--- config.mk ---
export PLATFORM = sky130hd
export DESIGN_NAME = block_mover_flat
export DESIGN_NICKNAME = d
export VERILOG_FILES = /design/src/source/mem_pkg.sv /design/src/source/ram_port_if.sv /design/src/source/block_mover.sv /design/src/flat_wrapper.sv
export SDC_FILE = /design/constraint.sdc
export NUM_CORES = 1
export LEC_CHECK = 0
export BUFFER_PORTS_ARGS = -buffer_cell sky130_fd_sc_hd__buf_2
export CORE_MARGIN = 1
export CORE_UTILIZATION = 50
export CTS_BUF_LIST = sky130_fd_sc_hd__clkbuf_4 sky130_fd_sc_hd__clkbuf_8 sky130_fd_sc_hd__clkbuf_16
export DETAILED_ROUTE_END_ITERATION = 10
export PLACE_DENSITY = 0.78
export SETUP_SLACK_MARGIN = 0.2
export SYNTH_ARGS = -nofsm -noshare
export SYNTH_HDL_FRONTEND = slang
export SYNTH_SLANG_ARGS = --single-unit
export TNS_END_PERCENT = 10
--- constraint.sdc ---
create_clock -name a_clk_i -period 5.6 [get_ports a_clk_i]
set_input_delay 0.84 -clock a_clk_i [delete_from_list [all_inputs] [get_ports a_clk_i]]
set_output_delay 0.84 -clock a_clk_i [all_outputs]
set_load 0.01 [all_outputs]
--- src/source/mem_pkg.sv ---
package mem_pkg;

    // memory geometry.
    localparam int MEM_DEPTH  = 1024;
    localparam int BYTE_WIDTH = 8;
    localparam int BYTE_NUM   = 4;
    localparam int MEM_WIDTH  = BYTE_WIDTH * BYTE_NUM;
    localparam int ADDR_WIDTH = $clog2(MEM_DEPTH);

    // read data is usable at the RD_LAT-th edge after the read edge.
    localparam int RD_LAT      = 3;
    // output registers behind the array read register.
    localparam int PIPE_STAGES = RD_LAT - 1;

    typedef logic [MEM_WIDTH-1:0]  word_t;
    typedef logic [ADDR_WIDTH-1:0] addr_t;
    typedef logic [BYTE_NUM-1:0]   be_t;

    typedef enum logic {
        MOVE_COPY = 1'b0,
        MOVE_FILL = 1'b1
    } move_mode_e;

endpackage

--- src/source/ram_port_if.sv ---
`timescale 1ns/10ps

interface ram_port_if;

    logic           en;
    mem_pkg::be_t   wr_en;
    mem_pkg::addr_t addr;
    mem_pkg::word_t wdata;
    mem_pkg::word_t rdata;

    // requester side.
    modport master (
        output en,
        output wr_en,
        output addr,
        output wdata,
        input  rdata
    );

    // memory side.
    modport slave (
        input  en,
        input  wr_en,
        input  addr,
        input  wdata,
        output rdata
    );

endinterface

--- src/source/block_mover.sv ---
`timescale 1ns/10ps

module block_mover (
    input  logic                          a_clk_i,
    input  logic                          rst_n_i,
    input  logic                          start_i,
    input  mem_pkg::move_mode_e           mode_i,
    input  mem_pkg::addr_t                src_i,
    input  mem_pkg::addr_t                dst_i,
    input  logic [mem_pkg::ADDR_WIDTH:0]  len_i,
    input  mem_pkg::word_t                pattern_i,
    output logic                          busy_o,
    output logic                          done_o,
    ram_port_if.master                    port
);

    typedef enum logic [1:0] {
        ST_IDLE,
        ST_READ,
        ST_WAIT,
        ST_WRITE
    } state_e;

    state_e                               state_q;
    mem_pkg::addr_t                       off_q;
    logic [$clog2(mem_pkg::RD_LAT)-1:0]   lat_cnt_q;
    logic                                 done_q;
    logic                                 start_ok;
    logic                                 last_word;

    // command held for the whole move.
    mem_pkg::move_mode_e                  mode_q;
    mem_pkg::addr_t                       src_q;
    mem_pkg::addr_t                       dst_q;
    logic [mem_pkg::ADDR_WIDTH:0]         len_q;
    mem_pkg::word_t                       pattern_q;

    assign start_ok  = (state_q == ST_IDLE) && start_i;
    assign last_word = ({1'b0, off_q} == (len_q - 1'b1));

    always_ff @(posedge a_clk_i) begin
        if (start_ok) begin
            mode_q    <= mode_i;
            src_q     <= src_i;
            dst_q     <= dst_i;
            len_q     <= len_i;
            pattern_q <= pattern_i;
        end
    end

    always_ff @(posedge a_clk_i or negedge rst_n_i) begin
        if (!rst_n_i) begin
            state_q   <= ST_IDLE;
            off_q     <= '0;
            lat_cnt_q <= '0;
            done_q    <= 1'b0;
        end else begin
            done_q <= 1'b0;
            case (state_q)
                ST_IDLE: begin
                    if (start_ok) begin
                        off_q   <= '0;
                        state_q <= (mode_i == mem_pkg::MOVE_FILL) ? ST_WRITE : ST_READ;
                    end
                end
                ST_READ: begin
                    lat_cnt_q <= '0;
                    state_q   <= ST_WAIT;
                end
                ST_WAIT: begin
                    // data lands on the port in the write cycle.
                    if (int'(lat_cnt_q) == mem_pkg::RD_LAT - 2) begin
                        state_q <= ST_WRITE;
                    end else begin
                        lat_cnt_q <= lat_cnt_q + 1'b1;
                    end
                end
                ST_WRITE: begin
                    if (last_word) begin
                        done_q  <= 1'b1;
                        state_q <= ST_IDLE;
                    end else begin
                        off_q   <= off_q + 1'b1;
                        state_q <= (mode_q == mem_pkg::MOVE_FILL) ? ST_WRITE : ST_READ;
                    end
                end
                default: begin
                    state_q <= ST_IDLE;
                end
            endcase
        end
    end

    always_comb begin
        port.en    = 1'b0;
        port.wr_en = '0;
        port.addr  = src_q + off_q;
        port.wdata = pattern_q;
        case (state_q)
            ST_READ: begin
                port.en = 1'b1;
            end
            ST_WRITE: begin
                port.en    = 1'b1;
                port.wr_en = '1;
                port.addr  = dst_q + off_q;
                if (mode_q == mem_pkg::MOVE_COPY) begin
                    port.wdata = port.rdata;
                end
            end
            default: begin
                port.en = 1'b0;
            end
        endcase
    end

    assign busy_o = (state_q != ST_IDLE);
    assign done_o = done_q;

    // destination range must not wrap past the top.
    a_dst_in_range: assert property (
        @(posedge a_clk_i) disable iff (!rst_n_i)
        busy_o |-> (({1'b0, dst_q} + len_q) <= mem_pkg::MEM_DEPTH)
    ) else $error("block_mover: destination range exceeds memory");

endmodule

--- src/flat_wrapper.sv ---
// flat-port wrapper written by rule: the top's interface ports become plain ports
module block_mover_flat 
  (a_clk_i, rst_n_i, start_i, mode_i, src_i, dst_i, len_i, pattern_i, busy_o, done_o, port_en, port_wr_en, port_addr, port_wdata, port_rdata);
  ram_port_if port_i ();
  input  logic a_clk_i;
  input  logic rst_n_i;
  input  logic start_i;
  input  mem_pkg::move_mode_e mode_i;
  input  mem_pkg::addr_t src_i;
  input  mem_pkg::addr_t dst_i;
  input  logic [mem_pkg::ADDR_WIDTH:0] len_i;
  input  mem_pkg::word_t pattern_i;
  output logic busy_o;
  output logic done_o;
  output wire logic [$bits(port_i.en)-1:0] port_en;
  output wire logic [$bits(port_i.wr_en)-1:0] port_wr_en;
  output wire logic [$bits(port_i.addr)-1:0] port_addr;
  output wire logic [$bits(port_i.wdata)-1:0] port_wdata;
  input wire logic [$bits(port_i.rdata)-1:0] port_rdata;
  assign port_en = port_i.en;
  assign port_wr_en = port_i.wr_en;
  assign port_addr = port_i.addr;
  assign port_wdata = port_i.wdata;
  assign port_i.rdata = port_rdata;
  block_mover u_core (.a_clk_i(a_clk_i), .rst_n_i(rst_n_i), .start_i(start_i), .mode_i(mode_i), .src_i(src_i), .dst_i(dst_i), .len_i(len_i), .pattern_i(pattern_i), .busy_o(busy_o), .done_o(done_o), .port(port_i));
endmodule
After elaboration in Yosys (flattened, before gate mapping)
Index checks and enable logic that the tools add are counted.

Add/subtract/negate cells: 5. Multipliers: 0. Divide/modulo/power cells: 0. Magnitude comparators: 0. Equality and inequality tests: 9. Shifts and indexed selects: 0. Muxes and demuxes: 18. Bitwise gates (word level): 0. Reductions and logical operators: 9.

Operator list (count): two-way mux 32 bit (2); two-way mux 10 bit (3); adder 10 bit (2); case mux 10 bit (2 select lines) (1); two-way mux 2 bit (6); == test 10 x 11 -> 1 bit (1); subtractor 11 x 1 -> 11 bit, second input constant (1); adder 10 x 1 -> 10 bit, second input constant (1); case mux 2 bit (4 select lines) (1); == test 2 bit, second input constant (3); nonzero test 2 bit (3); two-way mux 4 bit (1); inequality test 2 x 1 -> 1 bit, second input constant (2); inequality test 2 bit, second input constant (2); case mux 2 bit (2 select lines) (1); AND reduction 2 bit (2); two-way mux 1 bit (3); AND reduction 3 bit (1); adder 2 x 1 -> 2 bit, second input constant (1); == test 2 x 1 -> 1 bit, second input constant (1); logical NOT 2 bit (1); OR reduction 2 bit (1); logical AND 1 bit (1).

Flip-flop bits (word level): 79. Bits in latches: 0. Bits in writable memories: 0. ROM bits: 0. Output and inout bits: 49. Memories kept: 0.

Longest topological paths before layout
Gate-level depths: netlist of run 1.

Word-level depth: 4. Gate-level depth with buffers: 13.

Worst setup path before layout of run 1
OpenSTA, ideal clock, no wires.

Path type: reg2out. From: register u_core.state_q[1]. To: output port port_addr[9]. Data arrival time: 3024 ps. Required time: 4760 ps. Slack: 1736 ps. Cell stages (with the launch flop): 13. Path through: dfrtp_1 > clkbuf_1 > nand2_1 > clkbuf_1 > mux2_2 > ha_1 > a21o_1 > a21oi_1 > o21bai_1 > a21oi_1 > o21ai_0 > or4_1 > nand3_1.

Cells in the longest elaborated chain, start to end: 2.

RTL lines: from (decl) (line block_mover.sv:24) `state_e state_q;`; from (signal assigned) (line block_mover.sv:63) `state_q <= (mode_i == mem_pkg::MOVE_FILL) ? ST_WRITE : ST_READ;`; from (signal assigned) (line block_mover.sv:84) `state_q <= (mode_q == mem_pkg::MOVE_FILL) ? ST_WRITE : ST_READ;`; == test 2 bit (line block_mover.sv:99) `case (state_q)`; two-way mux 10 bit (line block_mover.sv:99); to (decl) (line flat_wrapper.sv:17) `output wire logic [$bits(port_i.addr)-1:0] port_addr;`.

Every way passes these cells.

Worst setup path in the final report of run 1
Same ends and word-level chain as after synthesis.

==> flow_metrics.env, run 1 <==
export IMPL_num_antenna_cells=0
export IMPL_ant_nets=0
export IMPL_cpMostUsedCell="a21oi_1"
export IMPL_p_clk_share_pct=19.5
export IMPL_status="complete, no violations"
export IMPL_irDropWorstVdd_mv=0.301
export IMPL_fin_ws_ns=1.14
export IMPL_die_w_um=91.9
export IMPL_p_int_w=0.00139
export IMPL_synth_commonest_cells="64 x edfxtp_1, 41 x mux2_2, 16 x xnor2_1, 15 x dfrtp_1, 14 x nand2_1"
export IMPL_core_area_um2=7770
export IMPL_drt_initial_drc_count=125
export IMPL_yosysTopAreaCellShare_pct=47.6
export IMPL_ys_flop_type="edfxtp_1"
export IMPL_dpl_worst_slack_ns=1.52
export IMPL_final_util_pct=64.8
export IMPL_maxSlewViolCount=0
export IMPL_rsz0062_at_grt="no"
export IMPL_drc=0
export IMPL_clock_skew_ns=0.00545
export IMPL_finalSetupViolations=0
export IMPL_max_stage_delay_ns=0.52
export IMPL_cts_resized=0
export IMPL_hold_class="input port to asynchronous set/reset pin"
export IMPL_clkTransAtPathRegs_ns=0.08
export IMPL_pin_count=148
export IMPL_yosysSeqAreaShare_pct=56.9
export IMPL_first_global_vias=2971
export IMPL_grt_remaining_overflow=0
export IMPL_grt_max_degree=43
export IMPL_place_congestion=0.828
export IMPL_clk_latency_ns=0.34
export IMPL_tritoncts="done"
export IMPL_setup_tns_ns=0
export IMPL_synth_cell_types=59
export IMPL_critical_path_top_delay_family="simple AND/OR/NAND/NOR gates"
export IMPL_synth_seq_cells=79
export IMPL_postCtsSetupBuffers=0
export IMPL_die_area_um2=8440
export IMPL_worst_ep_arrival_time_ns=3.62
export IMPL_synth_nets=415
export IMPL_worst_path_buf_inv=1
export IMPL_drive_gt1_share_pct=47.6
export IMPL_start_util_pct=52.0
export IMPL_worst_setup_path_type="flop to output port"
export IMPL_avgRoutedWirePerCell_um=15.3
export IMPL_p_switching_w=0.000812
export IMPL_fillers=608
export IMPL_postSynthCellCount=303
export IMPL_async_reset_ff_share_pct=19.0
export IMPL_cts_buffers=9
export IMPL_seqCellArea_um2=2300
export IMPL_multiInputGateArea_um2=1600
export IMPL_rows=32
export IMPL_synth_most_common_cell="edfxtp_1"
export IMPL_crit_fanout=17
export IMPL_grt_use_total_pct=21.2
export IMPL_drt_wl_total_um=8490
export IMPL_first_pass_iters=4
export IMPL_vias=2969
export IMPL_cts_hold_buffers=0
export IMPL_total_leakage_power_nw=2.09
export IMPL_final_nets=559
export IMPL_syn_area_per_cell_um2=13.3
export IMPL_drv_cap=0
export IMPL_slew_headroom_pct=54.9
export IMPL_seqPwrFrac_pct=38.3
export IMPL_antenna_found_initial=0
export IMPL_cts_root_buf="clkbuf_8"
export IMPL_worst_pin_slew_ns=0.671
export IMPL_min_period_ns=4.46
export IMPL_via_per_inst=5.36
export IMPL_worst_path_max_delay_cell="nand2_1"
export IMPL_p_comb_share_pct=42.3
export IMPL_portBuffers=147
export IMPL_synth_warnings=0
export IMPL_finalHoldViolations=0
export IMPL_synth_edf_count=64
export IMPL_synthTopCellsByArea="edfxtp_1 48%, mux2_2 11%, dfrtp_1 9.3%"
export IMPL_cp_required_ns=4.76
export IMPL_fp_dieH_um=91.9
export IMPL_cts_max_level=3
export IMPL_syn_area_um2=4040
export IMPL_area_growth_pct=24.5
export IMPL_switching_share_pct=36.9
export IMPL_period_share_pct=79.6
export IMPL_p_total_w=0.00220
export IMPL_path_cells="nand2_1 > mux2_2 > ha_1 > a21o_1 > a21oi_1 > o21bai_1 > a21oi_1 > o21ai_0 > or4_1 > nand3_1 > buf_2"
export IMPL_power_density_nw_per_um2=437
export IMPL_synth_largest_area_cell="edfxtp_1"
export IMPL_cts_buffer_depth=2
export IMPL_cp_start_kind="flop"
export IMPL_max_freq_mhz=224
export IMPL_hpwlAfterDp_um=6380
export IMPL_clock_sink_count=79
export IMPL_worst_setup_path_end_kind="output port"
export IMPL_grt_pass1_wl_um=13800
==> power groups by stage <==
| stage | Combinational [W] | Sequential, W | Clock [W] |
|---|---|---|---|
| floorplan | 0.000689 | 0.000807 | 0 |
| global placement | 0.000904 | 0.000846 | 0 |
| detailed placement | 0.000933 | 0.000852 | 0 |
| CTS | 0.000939 | 0.000840 | 0.000441 |
| global route | 0.00103 | 0.000856 | 0.000462 |
| finish | 0.000929 | 0.000841 | 0.000428 |
==> layer usage <==
metal | GRT usage [%] | share of wire (%) | vias up
met5 | 0 | 0 | -
met4 | 7.68 | 1.5 | 0
met3 | 4.15 | 4.5 | 13
met2 | 37.4 | 53 | 99
met1 | 25.7 | 41 | 1425
li1 | - | - | 1432
==> cells by family after synthesis <==
kind of cell               synth area share (%)
DFF                                        56.9
AOI/OAI and AO/OA                          8.18
and+or+nand+nor                            9.85
buffers and inverters                      3.44
xor gates and xnor gates                   4.55
muxes                                      12.9
adders and majority gates                  4.21
==> registers in the layout, indices dropped and copies added, names as in the netlist, 2 cells and up <==
| signal | flops |
|---|---|
| u_core.pattern_q | 32 |
| u_core.len_q | 11 |
| u_core.dst_q | 10 |
| u_core.off_q | 10 |
| u_core.src_q | 10 |
| u_core.lat_cnt_q | 2 |
| u_core.state_q | 2 |
==> cell usage in the layout, fill, tap and decap left out, drive strengths merged, types with 2 or more instances in the layout <==
cell type,count
a21o,2
inv,14
or3,4
a21boi,2
nand3,8
clkbuf,9
xor2,5
o21bai,2
mux2i,6
mux2,41
o21ai,11
o21a,2
edfxtp,64
nor4,4
a31oi,2
dfrtp,15
nand4,5
buf,149
nor3b,2
or4,2
o211ai,3
a21oi,11
nand3b,2
nor3,6
a2111oi,2
ha,12
and3,4
clkinv,5
nand2b,3
xnor2,16
nor2,9
nand2,14
==> path summary, 6_finish.rpt <==
check / cells past startpoint / endpoint / from / slack (ns)
worst max-delay path: 11 / port_addr[9] / u_core.state_q[1]$_DFFE_PN0P_ / 1.14
worst min-delay path: 1 / u_core.off_q[4]$_DFFE_PN0P_ / rst_n_i / 0.39
worst max register to register: 9 / u_core.off_q[2]$_DFFE_PN0P_ / u_core.len_q[0]$_DFFE_PP_ / 2.52
worst min register to register: 2 / u_core.lat_cnt_q[1]$_DFFE_PN0P_ / u_core.lat_cnt_q[1]$_DFFE_PN0P_ / 0.55
max in group asynchronous: 1 / u_core.off_q[5]$_DFFE_PN0P_ / rst_n_i / 4.96
min in group a_clk_i: 2 / u_core.lat_cnt_q[1]$_DFFE_PN0P_ / u_core.lat_cnt_q[1]$_DFFE_PN0P_ / 0.55
==> final cells by class <==
| cell class | instances | share of cell area, % |
|---|---|---|
| clock buffer | 9 | 2.46 |
| multi-input combinational | 195 | 31.9 |
| timing repair buffer | 149 | 14.9 |
| clock inverter | 7 | 1.57 |
| tap | 102 | 2.54 |
| inverter | 13 | 0.970 |
| sequential | 79 | 45.7 |
==> per-stage QoR <==
stage                     cells  hold WS (ns)  area (um^2)
final                       554         0.387         5030
after global routing        554         0.385         5030
after CTS                   554         0.383         5030
after detailed placement    538         0.524         4830
after global placement      538         0.514         4830
after floorplan             303         0.469         4040
Note: power is estimated with default switching activity, not from simulation.
==> run 2: changes to the inputs <==
Settings changed: CORE_UTILIZATION 50 to 45, PLACE_DENSITY 0.78 to 0.74.
Clock period 5.6 ns to 4.1 ns, I/O delays scaled along.
==> flow_metrics.env, run 2 (synthesis gave the netlist of run 1 again) <==
export IMPL_die_w_um=96.8
export IMPL_wl_met1_um=3520
export IMPL_cp_start_kind="flop"
export IMPL_drt_initial_drc_count=199
export IMPL_via_per_inst=5.25
export IMPL_power_density_nw_per_um2=588
export IMPL_largestRegisters="u_core.pattern_q: 32 flops, u_core.len_q: 11 flops"
export IMPL_core_area_um2=8720
export IMPL_routed_wl_met3_um=374
export IMPL_top_layer="met4"
export IMPL_finalSetupViolations=0
export IMPL_fp_dieH_um=96.8
export IMPL_layout_cells_non_filler=562
export IMPL_finalHoldViolations=0
export IMPL_final_common_cell="buf_2"
export IMPL_rows=34
export IMPL_avgRoutedWirePerCell_um=15.1
export IMPL_die_area_um2=9360
export IMPL_first_pass_iters=4
export IMPL_p_int_w=0.00185
export IMPL_cts_max_level=3
export IMPL_grt_max_degree=33
export IMPL_drv_cap=0
export IMPL_worst_path_max_delay_cell="dfrtp_1"
export IMPL_postCtsSetupBuffers=0
export IMPL_antenna_found_initial=0
export IMPL_regMostFlops="u_core.pattern_q"
export IMPL_min_period_ns=3.67
export IMPL_cp_required_ns=3.48
export IMPL_hold_class="input port to asynchronous set/reset pin"
export IMPL_cts_root_buf="clkbuf_8"
export IMPL_rsz0062_at_grt="no"
export IMPL_cts_buffers=9
export IMPL_p_clk_share_pct=17.9
export IMPL_drt_wl_total_um=8490
export IMPL_vias=2953
export IMPL_clock_sink_count=79
export IMPL_status="complete, no violations"
export IMPL_drive_gt1_share_pct=48.5
export IMPL_worst_setup_path_type="flop to output port"
export IMPL_p_comb_share_pct=43.2
export IMPL_period_share_pct=89.6
export IMPL_worst_pin_slew_ns=0.708
export IMPL_setup_tns_ns=0
export IMPL_seqPwrFrac_pct=39.0
export IMPL_clock_skew_ns=0.00901
export IMPL_holdWs_ns=0.170
export IMPL_slew_headroom_pct=52.4
export IMPL_clkTransAtPathRegs_ns=0.09
export IMPL_dp_cells=546
export IMPL_grt_remaining_overflow=0
export IMPL_hpwlAfterDp_um=6390
export IMPL_first_global_vias=2931
export IMPL_place_congestion=0.784
export IMPL_tritoncts="done"
export IMPL_portBuffers=147
export IMPL_ant_nets=0
export IMPL_layout_common_cells="147 x buf_2, 64 x edfxtp_1, 41 x mux2_2"
export IMPL_crit_fanout=8
export IMPL_final_nets=561
export IMPL_switching_share_pct=37.7
export IMPL_p_switching_w=0.00112
export IMPL_grt_pass1_wl_um=13800
export IMPL_maxSlewViolCount=0
export IMPL_area_growth_pct=24.7
export IMPL_clk_latency_ns=0.34
export IMPL_cts_buffer_depth=2
export IMPL_wl_met2_um=4540
export IMPL_start_util_pct=46.3
export IMPL_max_freq_mhz=272
export IMPL_pin_count=148
export IMPL_worst_ep_arrival_time_ns=3.06
export IMPL_grt_use_total_pct=18.6
export IMPL_worst_setup_path_end_kind="output port"
export IMPL_irDropWorstVdd_mv=0.465
export IMPL_drc=0
export IMPL_total_leakage_power_nw=2.09
export IMPL_path_cells="nand2_2 > mux2_2 > ha_1 > fa_1 > a21oi_1 > nor2_1 > nor2_1 > o21bai_1 > a21oi_1 > o21ai_0 > xor2_1 > buf_2"
export IMPL_cts_hold_buffers=0
export IMPL_max_stage_delay_ns=0.48
export IMPL_largest_reg_flops=32
export IMPL_num_antenna_cells=0
export IMPL_final_util_pct=57.8
==> run 2: worst paths after layout <==
check | cells after the start | end | slack (ns) | start
min in group a_clk_i | 1 | u_core.pattern_q[27]$_DFFE_PP_ | 0.44 | pattern_i[27]
min | 1 | u_core.off_q[3]$_DFFE_PN0P_ | 0.17 | rst_n_i
min reg2reg | 2 | u_core.lat_cnt_q[1]$_DFFE_PN0P_ | 0.53 | u_core.lat_cnt_q[1]$_DFFE_PN0P_
max in group asynchronous | 1 | u_core.done_o$_DFF_PN0_ | 3.67 | rst_n_i
max | 12 | port_addr[8] | 0.43 | u_core.state_q[0]$_DFFE_PN0P_
max reg2reg | 9 | u_core.off_q[2]$_DFFE_PN0P_ | 0.93 | u_core.len_q[0]$_DFFE_PP_
==> run 2: metrics by stage <==
stage | instance area (um^2) | power (W) | setup WS (ns)
global placement | 4850 | 0.00240 | 0.667
global route | 5040 | 0.00316 | 0.252
floorplan | 4040 | 0.00204 | 0.461
CTS | 5030 | 0.00298 | 0.205
finish | 5040 | 0.00296 | 0.426
detailed placement | 4850 | 0.00244 | 0.608
==> run 2: routing by layer <==
| layer | track usage (%) | up-vias |
|---|---|---|
| met5 | 0 | - |
| met4 | 6.31 | 0 |
| met3 | 3.32 | 5 |
| met2 | 32.9 | 84 |
| met1 | 22.8 | 1432 |
| li1 | - | 1432 |
==> run 2: layout make-up <==
cell class | instances | area (um^2)
Fill cell | 716 | 3680
Sequential cell | 79 | 2300
Multi-Input combinational cell | 195 | 1610
Timing Repair Buffer | 151 | 766
Tap cell | 108 | 135
Clock buffer | 9 | 124
Clock inverter | 7 | 55.1
Inverter | 13 | 48.8
==> run 2: power by group through the flow <==
stage / combinational, W / clock [W] / sequential (W)
floorplan: 0.000941 / 0 / 0.00110
global placement: 0.00124 / 0 / 0.00116
detailed placement: 0.00127 / 0 / 0.00117
CTS: 0.00128 / 0.000547 / 0.00115
global route: 0.00140 / 0.000579 / 0.00117
finish: 0.00128 / 0.000529 / 0.00115
==> run 2: critical path: cells and delay by family, from the launching register on <==
kind	cells	cell delay [ns]
fa+ha+maj	2	0.61
compound gates	4	0.60
flops	1	0.48
simple gates	3	0.36
mux	1	0.35
xor+xnor	1	0.16
buf+inv	1	0.15
==> run 2: timing repair <==
action,CTS,global route
endpoints found under the hold margin,0,0
setup endpoints to repair,0,2
resized for setup,0,4
==> run 3: changes to the inputs <==
Settings changed: RECOVER_POWER from default to 50.
==> flow_metrics.env, run 3 (synthesis gave the netlist of run 1 again) <==
export IMPL_status="complete, no violations"
export IMPL_portBuffers=147
export IMPL_switching_share_pct=37.8
export IMPL_power_density_nw_per_um2=589
export IMPL_finalSetupViolations=0
export IMPL_avgRoutedWirePerCell_um=15.2
export IMPL_layout_common_cells="143 x buf_2, 64 x edfxtp_1, 41 x mux2_2"
export IMPL_final_util_pct=57.7
export IMPL_worst_pin_slew_ns=1.13
export IMPL_seqPwrFrac_pct=39.0
export IMPL_core_area_um2=8720
export IMPL_grt_use_total_pct=18.6
export IMPL_max_freq_mhz=271
export IMPL_largest_reg_flops=32
export IMPL_ant_nets=0
export IMPL_cp_required_ns=3.48
export IMPL_p_int_w=0.00185
export IMPL_die_area_um2=9360
export IMPL_path_cells="nand2_2 > mux2_2 > ha_1 > fa_1 > a21oi_1 > nor2_1 > nor2_1 > o21bai_1 > a21oi_1 > o21ai_0 > xor2_1 > buf_2"
export IMPL_rows=34
export IMPL_via_per_inst=5.25
export IMPL_setup_tns_ns=0
export IMPL_antenna_found_initial=0
export IMPL_maxSlewViolCount=0
export IMPL_worst_ep_arrival_time_ns=3.07
export IMPL_drt_wl_total_um=8530
export IMPL_tritoncts="done"
export IMPL_grt_pass1_wl_um=13800
export IMPL_slew_headroom_pct=24.6
export IMPL_cp_start_kind="flop"
export IMPL_clk_latency_ns=0.35
export IMPL_worst_path_buf_inv=1
export IMPL_hold_class="input port to asynchronous set/reset pin"
export IMPL_min_period_ns=3.69
export IMPL_regMostFlops="u_core.pattern_q"
export IMPL_critical_path_top_delay_family="adder cells"
export IMPL_reg2regPathDepth=9
export IMPL_worst_path_max_delay_cell="dfrtp_1"
export IMPL_die_w_um=96.8
export IMPL_cts_max_level=3
export IMPL_start_util_pct=46.3
export IMPL_first_global_vias=2931
export IMPL_largestRegisters="u_core.pattern_q: 32 flops, u_core.len_q: 11 flops"
export IMPL_cts_buffer_depth=2
export IMPL_first_pass_iters=4
export IMPL_rsz0062_at_grt="no"
export IMPL_crit_fanout=8
export IMPL_worst_setup_path_end_kind="output port"
export IMPL_r2r_start="u_core.len_q[0]$_DFFE_PP_"
export IMPL_pin_count=148
export IMPL_clock_sink_count=79
export IMPL_dp_cells=546
export IMPL_hpwlAfterDp_um=6390
export IMPL_grt_remaining_overflow=0
export IMPL_period_share_pct=90.0
export IMPL_cts_buffers=9
export IMPL_reg2reg_setup_slack_ns=0.93
export IMPL_vias=2952
export IMPL_cts_root_buf="clkbuf_8"
export IMPL_fp_dieH_um=96.8
export IMPL_area_growth_pct=24.6
export IMPL_clock_skew_ns=0.00861
export IMPL_max_stage_delay_ns=0.48
export IMPL_drc=0
export IMPL_finalHoldViolations=0
export IMPL_p_comb_share_pct=43.1
export IMPL_drt_initial_drc_count=160
export IMPL_place_congestion=0.784
export IMPL_p_switching_w=0.00112
export IMPL_final_common_cell="buf_2"
export IMPL_grt_max_degree=33
export IMPL_p_clk_share_pct=18.0
export IMPL_final_nets=561
export IMPL_drv_cap=0
export IMPL_r2r_end="u_core.off_q[2]$_DFFE_PN0P_"
export IMPL_clkTransAtPathRegs_ns=0.09
export IMPL_layout_cells_non_filler=562
export IMPL_worst_setup_path_type="flop to output port"
export IMPL_num_antenna_cells=0
export IMPL_drive_gt1_share_pct=47.4
export IMPL_total_leakage_power_nw=2.08
export IMPL_irDropWorstVdd_mv=0.465
==> run 3: cell types whose count changed in the layout (fill, tap and decap cells not counted), sizes merged <==
cell    previous run  this run
buf              151       147
clkbuf             9        13
==> run 3: worst max-delay path by stage <==
stage | end | cells past startpoint | slack [ns] | start
CTS | port_addr[9] | 11 | 0.20 | u_core.state_q[0]$_DFFE_PN0P_
detailed placement | port_addr[9] | 11 | 0.61 | u_core.state_q[0]$_DFFE_PN0P_
finish | port_addr[8] | 12 | 0.41 | u_core.state_q[0]$_DFFE_PN0P_
global route | port_addr[9] | 11 | 0.24 | u_core.state_q[0]$_DFFE_PN0P_
global placement | port_addr[9] | 11 | 0.67 | u_core.state_q[1]$_DFFE_PN0P_
floorplan | port_addr[9] | 12 | 0.46 | u_core.state_q[1]$_DFFE_PN0P_
==> run 3: final cells by class <==
type / count / area [um^2]
fill: 720 / 3690
sequential: 79 / 2300
multi-input combinational: 195 / 1610
timing repair buffer: 151 / 761
tap: 108 / 135
clock buffer: 9 / 124
clock inverter: 7 / 55.1
inverter: 13 / 48.8
==> run 3: timing repair <==
action / in CTS / in global routing
buffers inserted: 0 / 0
hold buffers: 0 / 0
setup endpoints to repair: 0 / 2
gates resized for setup: 0 / 4
==> run 3: metal layers <==
layer,vias up,share of wire [%],track usage [%]
met4,0,1.1,6.31
met1,1436,42,22.8
met2,76,53,32.9
li1,1433,-,-
met5,-,0,0
met3,7,3.9,3.32
==> run 3: worst register-to-register path: cells and delay by family (launching register included) <==
kind	cells	cell delay, ns
AOI/OAI and AO/OA	2	0.84
adders and majority gates	1	0.19
buffers and inverters	1	0.09
DFF	1	0.48
muxes	1	0.20
and+or+nand+nor	4	1.30
==> run 3: power groups by stage <==
stage               Combinational, W  Sequential, W  Clock, W
finish                       0.00128        0.00116  0.000533
global route                 0.00140        0.00117  0.000579
CTS                          0.00128        0.00115  0.000547
detailed placement           0.00127        0.00117         0
global placement             0.00124        0.00116         0
floorplan                   0.000941        0.00110         0
==> run 3: per-stage QoR <==
step / area (um^2) / hold slack (ns) / setup WS [ns] / total power [W]
4_1_cts: 5030 / 0.158 / 0.205 / 0.00298
2_1_floorplan: 4040 / 0.319 / 0.461 / 0.00204
3_3_place_gp: 4850 / 0.513 / 0.667 / 0.00240
5_1_grt: 5030 / 0.390 / 0.243 / 0.00316
6_report: 5030 / 0.339 / 0.411 / 0.00297
3_5_place_dp: 4850 / 0.513 / 0.608 / 0.00244
